==> config.mk <==
export PLATFORM = sky130hd
export DESIGN_NAME = tap_top
export DESIGN_NICKNAME = d
export VERILOG_FILES = /design/src/design/tap_instr_pkg.sv /design/src/design/tap_state_pkg.sv /design/src/design/tap_ctrl_if.sv /design/src/design/tap_data_regs.sv /design/src/design/tap_fsm.sv /design/src/design/tap_instr_reg.sv /design/src/design/tap_top.sv
export SDC_FILE = /design/constraint.sdc
export NUM_CORES = 1
export LEC_CHECK = 0
export ABC_AREA = 0
export BUFFER_PORTS_ARGS = -buffer_cell sky130_fd_sc_hd__buf_2
export CAP_MARGIN = 25
export CORE_ASPECT_RATIO = 2
export CORE_MARGIN = 1.5
export CORE_UTILIZATION = 45
export DETAILED_ROUTE_END_ITERATION = 10
export GPL_ROUTABILITY_DRIVEN = 0
export GPL_TIMING_DRIVEN = 0
export PLACE_DENSITY = 0.65
export SLEW_MARGIN = 25
export SYNTH_ARGS = -nofsm -noshare
export SYNTH_HDL_FRONTEND = slang
export SYNTH_SLANG_ARGS = --single-unit
==> constraint.sdc <==
create_clock -name tck_i -period 2 [get_ports tck_i]
set_input_delay 0.2 -clock tck_i [delete_from_list [all_inputs] [get_ports tck_i]]
set_output_delay 0.2 -clock tck_i [all_outputs]
set_load 0.01 [all_outputs]
==> src/design/tap_instr_pkg.sv <==
package tap_instr_pkg;

  // Instruction register width
  localparam int unsigned ir_width = 5;

  // One instruction code
  typedef logic [ir_width-1:0] instr_t;

  // Active after reset and after a forced TMS reset
  localparam instr_t instr_idcode = 5'b00010;

  // Code of scan chain 0
  // Chain k sits at this code plus k
  localparam instr_t instr_chain_base = 5'b00100;

  // All ones selects the one-bit bypass register
  localparam instr_t instr_bypass = 5'b11111;

  // Fixed value loaded in capture_ir
  // Low two bits 01 let a board test spot a broken scan path
  localparam instr_t ir_capture_pattern = 5'b00101;

  // Device identification register
  typedef logic [31:0] idcode_t;

  // Version 1, part 0x0005, manufacturer 0x521
  // LSB must be one per the standard
  localparam idcode_t idcode_value = 32'h1000_5A43;

endpackage

==> src/design/tap_state_pkg.sv <==
package tap_state_pkg;

  // Sixteen TAP controller states
  // Order follows the standard state diagram, DR column then IR column
  typedef enum logic [3:0] {
    test_logic_reset,
    run_test_idle,
    select_dr,
    capture_dr,
    shift_dr,
    exit1_dr,
    pause_dr,
    exit2_dr,
    update_dr,
    select_ir,
    capture_ir,
    shift_ir,
    exit1_ir,
    pause_ir,
    exit2_ir,
    update_ir
  } tap_state_t;

  // Consecutive TMS-high cycles that force test_logic_reset
  // Five is the worst case path length back to reset
  localparam int unsigned tms_reset_len = 5;

endpackage

==> src/design/tap_ctrl_if.sv <==
`timescale 1ns/1ps

// Decoded TAP state strobes, one bit per state of interest
interface tap_ctrl_if;

  logic capture_dr;
  logic shift_dr;
  logic update_dr;
  logic capture_ir;
  logic shift_ir;
  logic update_ir;
  // Forced reset from the TMS history, valid in the current cycle
  logic tms_reset;

  // State machine side
  modport fsm_mp (
    output capture_dr, shift_dr, update_dr,
    output capture_ir, shift_ir, update_ir,
    output tms_reset
  );

  // Register side
  modport reg_mp (
    input capture_dr, shift_dr, update_dr,
    input capture_ir, shift_ir, update_ir,
    input tms_reset
  );

endinterface

==> src/design/tap_data_regs.sv <==
`timescale 1ns/1ps

module tap_data_regs #(
  parameter int unsigned num_chains_p = 5
) (
  input  logic                     tck_i,
  input  logic                     rst_ni,
  input  logic                     td_i,
  tap_ctrl_if.reg_mp               ctrl_i,
  input  tap_instr_pkg::instr_t    instr_i,
  input  logic                     ir_tdo_i,
  input  logic [num_chains_p-1:0]  scan_out_i,
  output logic                     td_o
);

  tap_instr_pkg::idcode_t idcode_q;
  logic                   idcode_sel;
  logic                   bypass_q;
  logic                   dr_tdo;
  logic                   tdo_d;

  assign idcode_sel = (instr_i == tap_instr_pkg::instr_idcode);

  // IDCODE register
  // Reloads only in capture_dr and shifts right toward TDO
  always_ff @(posedge tck_i or negedge rst_ni)
  begin
    if (!rst_ni)
      idcode_q <= tap_instr_pkg::idcode_value;
    else if (idcode_sel && ctrl_i.capture_dr)
      idcode_q <= tap_instr_pkg::idcode_value;
    else if (idcode_sel && ctrl_i.shift_dr)
      idcode_q <= {td_i, idcode_q[31:1]};
  end

  // One-bit bypass loads on any DR shift
  always_ff @(posedge tck_i or negedge rst_ni)
  begin
    if (!rst_ni)
      bypass_q <= 1'b0;
    else if (ctrl_i.shift_dr)
      bypass_q <= td_i;
  end

  // Data register source
  // Codes outside the chain range fall back to bypass
  always_comb
  begin
    dr_tdo = bypass_q;
    if (idcode_sel)
      dr_tdo = idcode_q[0];
    else
    begin
      for (int k = 0; k < num_chains_p; k++)
      begin
        if (instr_i == tap_instr_pkg::instr_t'(tap_instr_pkg::instr_chain_base + k))
          dr_tdo = scan_out_i[k];
      end
    end
  end

  // IR scan takes priority over any data register
  assign tdo_d = ctrl_i.shift_ir ? ir_tdo_i : dr_tdo;

  // Output stage on the falling edge
  // State and instruction are taken as they stand at this edge
  // The bit is then stable half a cycle before the next rising edge
  always_ff @(negedge tck_i or negedge rst_ni)
  begin
    if (!rst_ni)
      td_o <= 1'b0;
    else
      td_o <= tdo_d;
  end

endmodule

==> src/design/tap_fsm.sv <==
`timescale 1ns/1ps

module tap_fsm (
  input  logic        tck_i,
  input  logic        rst_ni,
  input  logic        tms_i,
  tap_ctrl_if.fsm_mp  ctrl_o
);

  // TMS history holds the previous len-1 samples
  localparam int unsigned hist_len = tap_state_pkg::tms_reset_len - 1;

  tap_state_pkg::tap_state_t state_q;
  tap_state_pkg::tap_state_t state_d;
  logic [hist_len-1:0]       tms_hist_q;
  logic                      tms_reset;

  // Shift register of past TMS values, newest at bit 0
  always_ff @(posedge tck_i or negedge rst_ni)
  begin
    if (!rst_ni)
      tms_hist_q <= '0;
    else
      tms_hist_q <= {tms_hist_q[hist_len-2:0], tms_i};
  end

  // All history bits plus the current TMS high
  assign tms_reset = &{tms_hist_q, tms_i};

  // Standard TMS transition table
  always_comb
  begin
    state_d = state_q;
    case (state_q)
      tap_state_pkg::test_logic_reset:
        state_d = tms_i ? tap_state_pkg::test_logic_reset : tap_state_pkg::run_test_idle;
      tap_state_pkg::run_test_idle:
        state_d = tms_i ? tap_state_pkg::select_dr : tap_state_pkg::run_test_idle;
      tap_state_pkg::select_dr:
        state_d = tms_i ? tap_state_pkg::select_ir : tap_state_pkg::capture_dr;
      tap_state_pkg::capture_dr, tap_state_pkg::shift_dr:
        state_d = tms_i ? tap_state_pkg::exit1_dr : tap_state_pkg::shift_dr;
      tap_state_pkg::exit1_dr:
        state_d = tms_i ? tap_state_pkg::update_dr : tap_state_pkg::pause_dr;
      tap_state_pkg::pause_dr:
        state_d = tms_i ? tap_state_pkg::exit2_dr : tap_state_pkg::pause_dr;
      tap_state_pkg::exit2_dr:
        state_d = tms_i ? tap_state_pkg::update_dr : tap_state_pkg::shift_dr;
      tap_state_pkg::select_ir:
        state_d = tms_i ? tap_state_pkg::test_logic_reset : tap_state_pkg::capture_ir;
      tap_state_pkg::capture_ir, tap_state_pkg::shift_ir:
        state_d = tms_i ? tap_state_pkg::exit1_ir : tap_state_pkg::shift_ir;
      tap_state_pkg::exit1_ir:
        state_d = tms_i ? tap_state_pkg::update_ir : tap_state_pkg::pause_ir;
      tap_state_pkg::pause_ir:
        state_d = tms_i ? tap_state_pkg::exit2_ir : tap_state_pkg::pause_ir;
      tap_state_pkg::exit2_ir:
        state_d = tms_i ? tap_state_pkg::update_ir : tap_state_pkg::shift_ir;
      // Both update states share the same exits
      default:
        state_d = tms_i ? tap_state_pkg::select_dr : tap_state_pkg::run_test_idle;
    endcase
    // Forced reset wins over the table
    if (tms_reset)
      state_d = tap_state_pkg::test_logic_reset;
  end

  always_ff @(posedge tck_i or negedge rst_ni)
  begin
    if (!rst_ni)
      state_q <= tap_state_pkg::test_logic_reset;
    else
      state_q <= state_d;
  end

  // State decode onto the shared strobes
  assign ctrl_o.capture_dr = (state_q == tap_state_pkg::capture_dr);
  assign ctrl_o.shift_dr   = (state_q == tap_state_pkg::shift_dr);
  assign ctrl_o.update_dr  = (state_q == tap_state_pkg::update_dr);
  assign ctrl_o.capture_ir = (state_q == tap_state_pkg::capture_ir);
  assign ctrl_o.shift_ir   = (state_q == tap_state_pkg::shift_ir);
  assign ctrl_o.update_ir  = (state_q == tap_state_pkg::update_ir);
  assign ctrl_o.tms_reset  = tms_reset;

endmodule

==> src/design/tap_instr_reg.sv <==
`timescale 1ns/1ps

module tap_instr_reg #(
  parameter int unsigned num_chains_p = 5
) (
  input  logic                      tck_i,
  input  logic                      rst_ni,
  input  logic                      td_i,
  tap_ctrl_if.reg_mp                ctrl_i,
  output tap_instr_pkg::instr_t     instr_o,
  output logic                      ir_tdo_o,
  output logic [num_chains_p-1:0]   scan_sel_o
);

  // Shift stage and the instruction currently in effect
  tap_instr_pkg::instr_t ir_shift_q;
  tap_instr_pkg::instr_t instr_q;

  // Capture loads the fixed pattern
  // Shift brings TDI in at the MSB, LSB leaves toward TDO
  always_ff @(posedge tck_i or negedge rst_ni)
  begin
    if (!rst_ni)
      ir_shift_q <= '0;
    else if (ctrl_i.capture_ir)
      ir_shift_q <= tap_instr_pkg::ir_capture_pattern;
    else if (ctrl_i.shift_ir)
      ir_shift_q <= {td_i, ir_shift_q[tap_instr_pkg::ir_width-1:1]};
  end

  assign ir_tdo_o = ir_shift_q[0];

  // Active instruction
  // Reset and the five-TMS reset both fall back to IDCODE
  always_ff @(posedge tck_i or negedge rst_ni)
  begin
    if (!rst_ni)
      instr_q <= tap_instr_pkg::instr_idcode;
    else if (ctrl_i.tms_reset)
      instr_q <= tap_instr_pkg::instr_idcode;
    else if (ctrl_i.update_ir)
      instr_q <= ir_shift_q;
  end

  assign instr_o = instr_q;

  // One-hot chain selects
  // Chain k answers to base code plus k, nothing else drives a select
  for (genvar k = 0; k < num_chains_p; k++)
  begin : g_sel
    localparam tap_instr_pkg::instr_t chain_code =
      tap_instr_pkg::instr_t'(tap_instr_pkg::instr_chain_base + k);

    assign scan_sel_o[k] = (instr_q == chain_code);
  end

endmodule

==> src/design/tap_top.sv <==
`timescale 1ns/1ps

module tap_top #(
  parameter int unsigned num_chains_p = 5
) (
  input  logic                     tck_i,
  input  logic                     rst_ni,
  input  logic                     tms_i,
  input  logic                     td_i,
  output logic                     td_o,
  output logic                     shift_dr_o,
  output logic                     capture_dr_o,
  output logic                     update_dr_o,
  output logic                     scan_in_o,
  output logic [num_chains_p-1:0]  scan_sel_o,
  input  logic [num_chains_p-1:0]  scan_out_i
);

  // State strobes shared by the FSM and both register blocks
  tap_ctrl_if ctrl ();

  tap_instr_pkg::instr_t instr;
  logic                  ir_tdo;

  tap_fsm u_fsm (
    .tck_i  (tck_i),
    .rst_ni (rst_ni),
    .tms_i  (tms_i),
    .ctrl_o (ctrl)
  );

  tap_instr_reg #(
    .num_chains_p (num_chains_p)
  ) u_instr_reg (
    .tck_i      (tck_i),
    .rst_ni     (rst_ni),
    .td_i       (td_i),
    .ctrl_i     (ctrl),
    .instr_o    (instr),
    .ir_tdo_o   (ir_tdo),
    .scan_sel_o (scan_sel_o)
  );

  tap_data_regs #(
    .num_chains_p (num_chains_p)
  ) u_data_regs (
    .tck_i      (tck_i),
    .rst_ni     (rst_ni),
    .td_i       (td_i),
    .ctrl_i     (ctrl),
    .instr_i    (instr),
    .ir_tdo_i   (ir_tdo),
    .scan_out_i (scan_out_i),
    .td_o       (td_o)
  );

  // External chains see TDI directly and the raw DR strobes
  assign scan_in_o    = td_i;
  assign shift_dr_o   = ctrl.shift_dr;
  assign capture_dr_o = ctrl.capture_dr;
  assign update_dr_o  = ctrl.update_dr;

endmodule

# ---- Yosys cells after proc, flatten, opt, wreduce, memory -nomap -nowiden
# Index checks and enable logic that the tools add are counted.
dict set report totals {
  ff_bits 52
  input_bits 9
  output_inout_bits 10
  elab_cells 63
}
dict set report classes {
  eq_ne 20
  n_mux 27
  n_reduce_logical 9
}
# cell n
set ops {}
lappend ops {{$mux 32} 2}
lappend ops {{$pmux 4 s11} 1}
lappend ops {{$eq 4x4->1 const B} 8}
lappend ops {{$eq 5x3->1 const B} 4}
lappend ops {{$mux 4} 5}
lappend ops {{$mux 5} 4}
lappend ops {{$eq 4x3->1 const B} 4}
lappend ops {{$mux 1} 10}
lappend ops {{$eq 4x2->1 const B} 2}
lappend ops {{$mux 2} 3}
lappend ops {{$mux 3} 2}
lappend ops {{$reduce_bool 2->1} 3}
lappend ops {{$eq 5x2->1 const B} 1}
lappend ops {{$eq 5x4->1 const B} 1}
lappend ops {{$reduce_and 5->1} 1}
lappend ops {{$logic_not 4->1} 1}
lappend ops {{$reduce_or 2->1} 2}
lappend ops {{$logic_and 1x1->1} 2}

# ---- Longest topological paths before layout
# Gate-level depths: netlist of run 1.
dict set report logic_depth {
  word_depth 8
  ltp_mapped 7
  depth_no_buf 6
}

# ---- By module
# A second synthesis of run 1 with hierarchy kept.
dict set report unflattened {
  cells_unflattened 255
  area_unflattened_um2 2570.0
}
# mod n_inst cells_per_inst area_each_um2 seq_area_each_um2
set by_module_without_submodules {}
lappend by_module_without_submodules {tap_data_regs 1 162 1629.1 860.8}
lappend by_module_without_submodules {tap_fsm 1 51 473.0 200.2}
lappend by_module_without_submodules {tap_instr_reg 1 41 460.4 251.5}
lappend by_module_without_submodules {tap_top 1 1 7.5 0.0}

==> results of run 1 <==
[synthesized netlist by cell type, drive strengths merged (2+ instances only)]
master	number	area [um2]
dfstp	9	236.5
nor3	6	30.03
nor4	2	12.51
inv	5	18.76
o21ai	43	215.2
nand3	3	20.02
a21oi	4	20.02
or3	2	17.52
o21a	3	22.52
o21bai	2	15.01
buf	12	67.56
nor2	20	75.07
nand2b	4	25.02
nand2	70	262.8
nor4b	2	32.53
dfrtp	42	1051
nand3b	3	22.52
mux2i	6	60.06
clkbuf	8	31.28
[logic make-up (layout without fill, tap and decap cells)]
family	Yosys count	count (layout)	synth area share [%]
AND/OR/NAND/NOR	120	120	22.99
AO/OA/AOI/OAI	62	62	15.28
flip-flops	52	52	53.96
buffers and inverters	25	55	4.835
multiplexers	7	7	2.932
[registers in the layout (all words and copies together) (netlist names)]
name                    count
u_instr_reg.instr_o         5
u_data_regs.td_o            1
u_data_regs.idcode_q       32
u_instr_reg.ir_shift_q      5
u_fsm.state_q               4
u_fsm.tms_hist_q            4
u_data_regs.bypass_q        1
[power by group through the flow]
stage	Sequential [W]	Clock (W)	Combinational [W]
finish	0.00156	0.000735	0.00158
global route	0.00159	0.000793	0.00178
CTS	0.00154	0.000754	0.00153
detailed placement	0.00156	0	0.00144
global placement	0.00155	0	0.00141
floorplan	0.00152	0	0.00110
[per-layer routing]
| metal | vias to the layer above | wire length, um |
|---|---|---|
| met5 | - | 0 |
| met1 | 937 | 2020 |
| met2 | 34 | 2976 |
| li1 | 941 | - |
| met4 | 0 | 116 |
| met3 | 8 | 113 |
[metrics by stage]
stage	cells	power, W	setup TNS [ns]
6_report	354	0.003875	-0.6851
5_1_grt	354	0.004163	-0.7676
3_5_place_dp	342	0.003005	-0.8095
4_1_cts	355	0.003831	-0.7661
3_3_place_gp	342	0.002966	-0.9413
2_1_floorplan	266	0.002618	-0.6725
[final timing paths]
path | to | cells past startpoint
max in group asynchronous | u_data_regs.td_o | 2
min in group asynchronous | u_data_regs.idcode_q[8] | 2
min | u_fsm.tms_hist_q[0] | 1
max | u_data_regs.td_o | 4
max reg2reg | u_data_regs.td_o | 4
min reg2reg | u_fsm.tms_hist_q[3] | 0
[cell type report]
class                   instances  area, um2
fillers                       506       2381
clock buffers                   5      68.82
multi-input cells             189       1051
flip-flops and latches         52       1316
repair buffers                 24      146.4
plain buffers                  18      83.83
clock inverters                 3      46.29
inverters                       5      18.77
well taps                      58      72.57
[repair_timing]
action	4_1_cts	5_1_grt
buffers inserted	5	0
pin swaps	3	3
setup endpoints to repair	2	3
hold buffers	1	0
endpoints found under the hold margin	42	0
cloned	0	0
gates resized for setup	3	11
==> qor.csv, run 1 <==
metric,value,unit
"Reg clk slew, reported paths",0.10,ns
"commonest cells after routing, fill and taps aside","70 x nand2_1, 39 x dfrtp_1, 28 x o21ai_1",
Clock Skews,0.01058,ns
DRC viols,0,
synth unique cells,48,
"final std cell area, no fill",2804,um2
Slew @ Worst Pin,0.6474,ns
"slowest stage delay, CP",0.43,ns
grt met2 use,37.24,%
Setup WS pre-CTS,-0.8095,ns
max_cap viols,0,
Hold Path Origin,tms_i,
slew margin rel.,56.68,%
drt pass-1 iters,4,
pwr/cell area,1382,nW/um2
largest net degree at the start of global routing,53,
GRT overflow,0,
Clock Sink Count,52,
failing checks,setup timing,
number of port buffers,18,
Clock Power Share,19.0,%
Cell Rows,37,
top_reg_cell synth,dfrtp_1,
htree depth,2,
endpoints failing setup,2,
Worst path slowest cell,dfrtp_2,
Die Y,107.0,um
Ys Warns,0,
unrepaired setup endpoints after global routing,yes,
CP endpoint kind,flop,
initial core utilization,46.91,%
"critical path, cell by cell","or3_4, o32a_1, o21a_1, a211o_1",
met3 GRT Util,2.925,%
drt wl/cell,14.77,um
sequential area share after synthesis,53.96,%
Area growth syn-to-layout,15.28,%
Fin. Hold Viols,0,
fin util,54.08,%
Max Slew Vio Count,0,
CP bufs+invs,0,
flop-to-flop setup slack,-0.67,ns
Gate Count Post-Synth,266,
Post-synth ARST share,100.0,%
status,"complete, but fails checks",
"EDFF count, synth",0,
CTS Buffer Depth,2,
total number of vias,1920,
crit path launch type,flop,
Post-DP HPWL,3.645,mm
CP required,1.16,ns
met1 Usage GRT,21.05,%
initial antenna violation count,0,
vias in the first global route,1891,
layout cells sized above 1,22.97,%
Hold Slack,0.01096,ns
crit path kind,reg -> reg,
Final #Nets,304,
Yosys reg bits,52,
Critical Path AT,1.82,ns
Sw Ratio,38.11,%
Routed Antenna Nets,0,
CTS tree,yes,
final worst slack,-0.6678,ns
Internal Dissipation,0.002399,W
"CP delay by family, top",compound AO/OA/AOI/OAI gates,
final wirelength,5.227,mm
R2R Path Start,u_instr_reg.instr_o[0],
CTS Buf Count,5,
Core Region,5185,um2
Post-DP Area,2603,um2
clock root cell,clkbuf_8,
Vias/cell,5.424,
first-pass GRT wire length,8.597,mm
Synth Cell Area,2432,um2
hold crit path type,in -> reg,
syn avg cell area,9.144,um2
Syn Nets,275,
sequential share of power,40.1,%
CP Max Fanout,2,
combinational fraction of design power,40.9,%
number of DRC markers in iteration 0,40,
peak supply drop,0.0008335,V
"commonest non-fill, non-tap cell in the layout",nand2_1,
busiest grt layer,met2,
"Clk Latency, worst-skew pair",0.31,ns
Die Wd,54.99,um
Switching Power,0.001477,W
n_diodes,0,
I/O pin cnt,19,
total die area,5882,um2
CP startpoint,u_instr_reg.instr_o[0],
Total GRT Usage,20.10,%
Leak Pwr,1.217,nW
No activity file was read; power rests on OpenSTA's default activity.
==> run 2, diff against run 1 <==
CORE_UTILIZATION = 40   (was 45)
PLACE_DENSITY = 0.59   (was 0.65)
==> run 2 against run 1 <==
  * The run ends with DRC, setup timing left
  * Final cell count rose by 2.0%
  * Clock skew is 0.0093 ns higher
  * Design area increased by 1.6%
  * Sequential share of layout area shrank 0.77 points
  * Critical endpoint unchanged
  * Largest power group unchanged
==> qor.csv, run 2 (synthesized netlist as in run 1, its figures left out) <==
metric,value,unit
Routed Antenna Nets,0,
peak supply drop,0.0005888,V
I/O pin cnt,19,
total number of vias,1941,
n_diodes,0,
crit path launch type,flop,
drt wl/cell,14.73,um
drt pass-1 iters,9,
hold path depth,1,
"Clk Latency, worst-skew pair",0.31,ns
Setup TNS,-0.6697,ns
endpoints failing setup,1,
hold crit path type,in -> reg,
Final #Nets,306,
Max Slew Vio Count,0,
Total GRT Usage,17.73,%
htree depth,2,
fin cells,361,
Cell Rows,40,
"commonest non-fill, non-tap cell in the layout",nand2_1,
unrepaired setup endpoints after global routing,yes,
CTS Buffer Depth,2,
DRC viols,3,
CP Max Fanout,2,
pwr/cell area,1434,nW/um2
Leak Pwr,1.242,nW
failing checks,"DRC, setup timing",
Slew @ Worst Pin,0.6972,ns
final worst slack,-0.6697,ns
Post-DP Area,2609,um2
initial antenna violation count,0,
clock root cell,clkbuf_16,
CP startpoint,u_instr_reg.instr_o[4],
layout cells sized above 1,22.48,%
placed insts,347,
Worst R2R Path Depth,5,
"Reg clk slew, reported paths",0.07,ns
largest net degree at the start of global routing,53,
Clock Skews,0.01987,ns
CTS Buf Count,5,
"commonest cells after routing, fill and taps aside","70 x nand2_1, 40 x dfrtp_1, 28 x o21ai_1",
max reg flops,32,
largest reg by FF count,u_data_regs.idcode_q,
max_cap viols,0,
number of DRC markers in iteration 0,73,
initial core utilization,40.84,%
first-pass GRT wire length,8.942,mm
Die Y,113.3,um
final wirelength,5.319,mm
Clock Sink Count,52,
slew margin rel.,53.35,%
Vias/cell,5.377,
Critical Path AT,1.82,ns
crit path kind,reg -> reg,
GRT overflow,0,
status,"complete, but fails checks",
number of port buffers,18,
vias in the first global route,1930,
total die area,6586,um2
R2R Path Start,u_instr_reg.instr_o[4],
Die Wd,58.14,um
Fin. Hold Viols,0,
CP required,1.15,ns
Core Region,5956,um2
Post-DP HPWL,3.658,mm
Area growth syn-to-layout,17.08,%
Hold Path Origin,tms_i,
CP endpoint kind,flop,
CTS tree,yes,
"final std cell area, no fill",2848,um2
==> run 2: power breakdown <==
group	total [W]	internal (W)	switching, W
logic	0.00157	0.000651	0.000924
clock network	0.000964	0.000588	0.000376
registers	0.00155	0.00137	0.000180
==> run 2: area by class of cell <==
class	count	area, um2
fill	583	3108
sequential	52	1315
multi-input combinational	189	1025
timing repair buffer	25	147.6
clock buffer	5	125.1
buffer	19	95.09
tap	63	78.83
clock inverter	3	42.54
inverter	5	18.77
==> run 2: routing by layer <==
| layer | routed length (um) | global-route usage [%] |
|---|---|---|
| met5 | 0 | 0 |
| met4 | 157 | 8.682 |
| met3 | 140 | 2.743 |
| met2 | 2937 | 33.26 |
| met1 | 2083 | 18.13 |
==> run 2: metrics by stage <==
step	hold WS, ns	setup WS (ns)	power [W]	utilization (%)
after floorplan	-0.09559	-0.6725	0.002618	-
after global placement	0.3330	-0.8052	0.002977	43.76
after detailed placement	0.2754	-0.8146	0.003008	43.80
after CTS	0.02492	-0.7202	0.004103	47.52
after global routing	0.02870	-0.7056	0.004365	47.82
final	0.02940	-0.6697	0.004085	47.82
==> run 2: worst max-delay path, stage by stage (launching register included) <==
cell and delay (ns):
dfrtp_1 0.37, buf_6 0.12, or3_4 0.32, o32a_1 0.32, buf_4 0.14, a211o_1 0.25
==> run 2: what timing repair did <==
| item | 4_1_cts | 5_1_grt |
|---|---|---|
| hold endpoints to repair | 42 | 0 |
| pin swaps | 3 | 1 |
| hold buffers | 1 | 0 |
| buffers inserted | 6 | 0 |
| gates resized for setup | 3 | 4 |
| endpoints found under the setup margin | 2 | 2 |
==> run 2: final timing paths <==
path | end | slack, ns
worst min-delay path | u_fsm.tms_hist_q[0] | 0.03
worst min register to register | u_fsm.tms_hist_q[3] | 0.39
worst max-delay path | u_data_regs.td_o | -0.67
min in group asynchronous | u_fsm.state_q[1] | 0.46
max in group asynchronous | u_data_regs.td_o | 0.18
worst max register to register | u_data_regs.td_o | -0.67
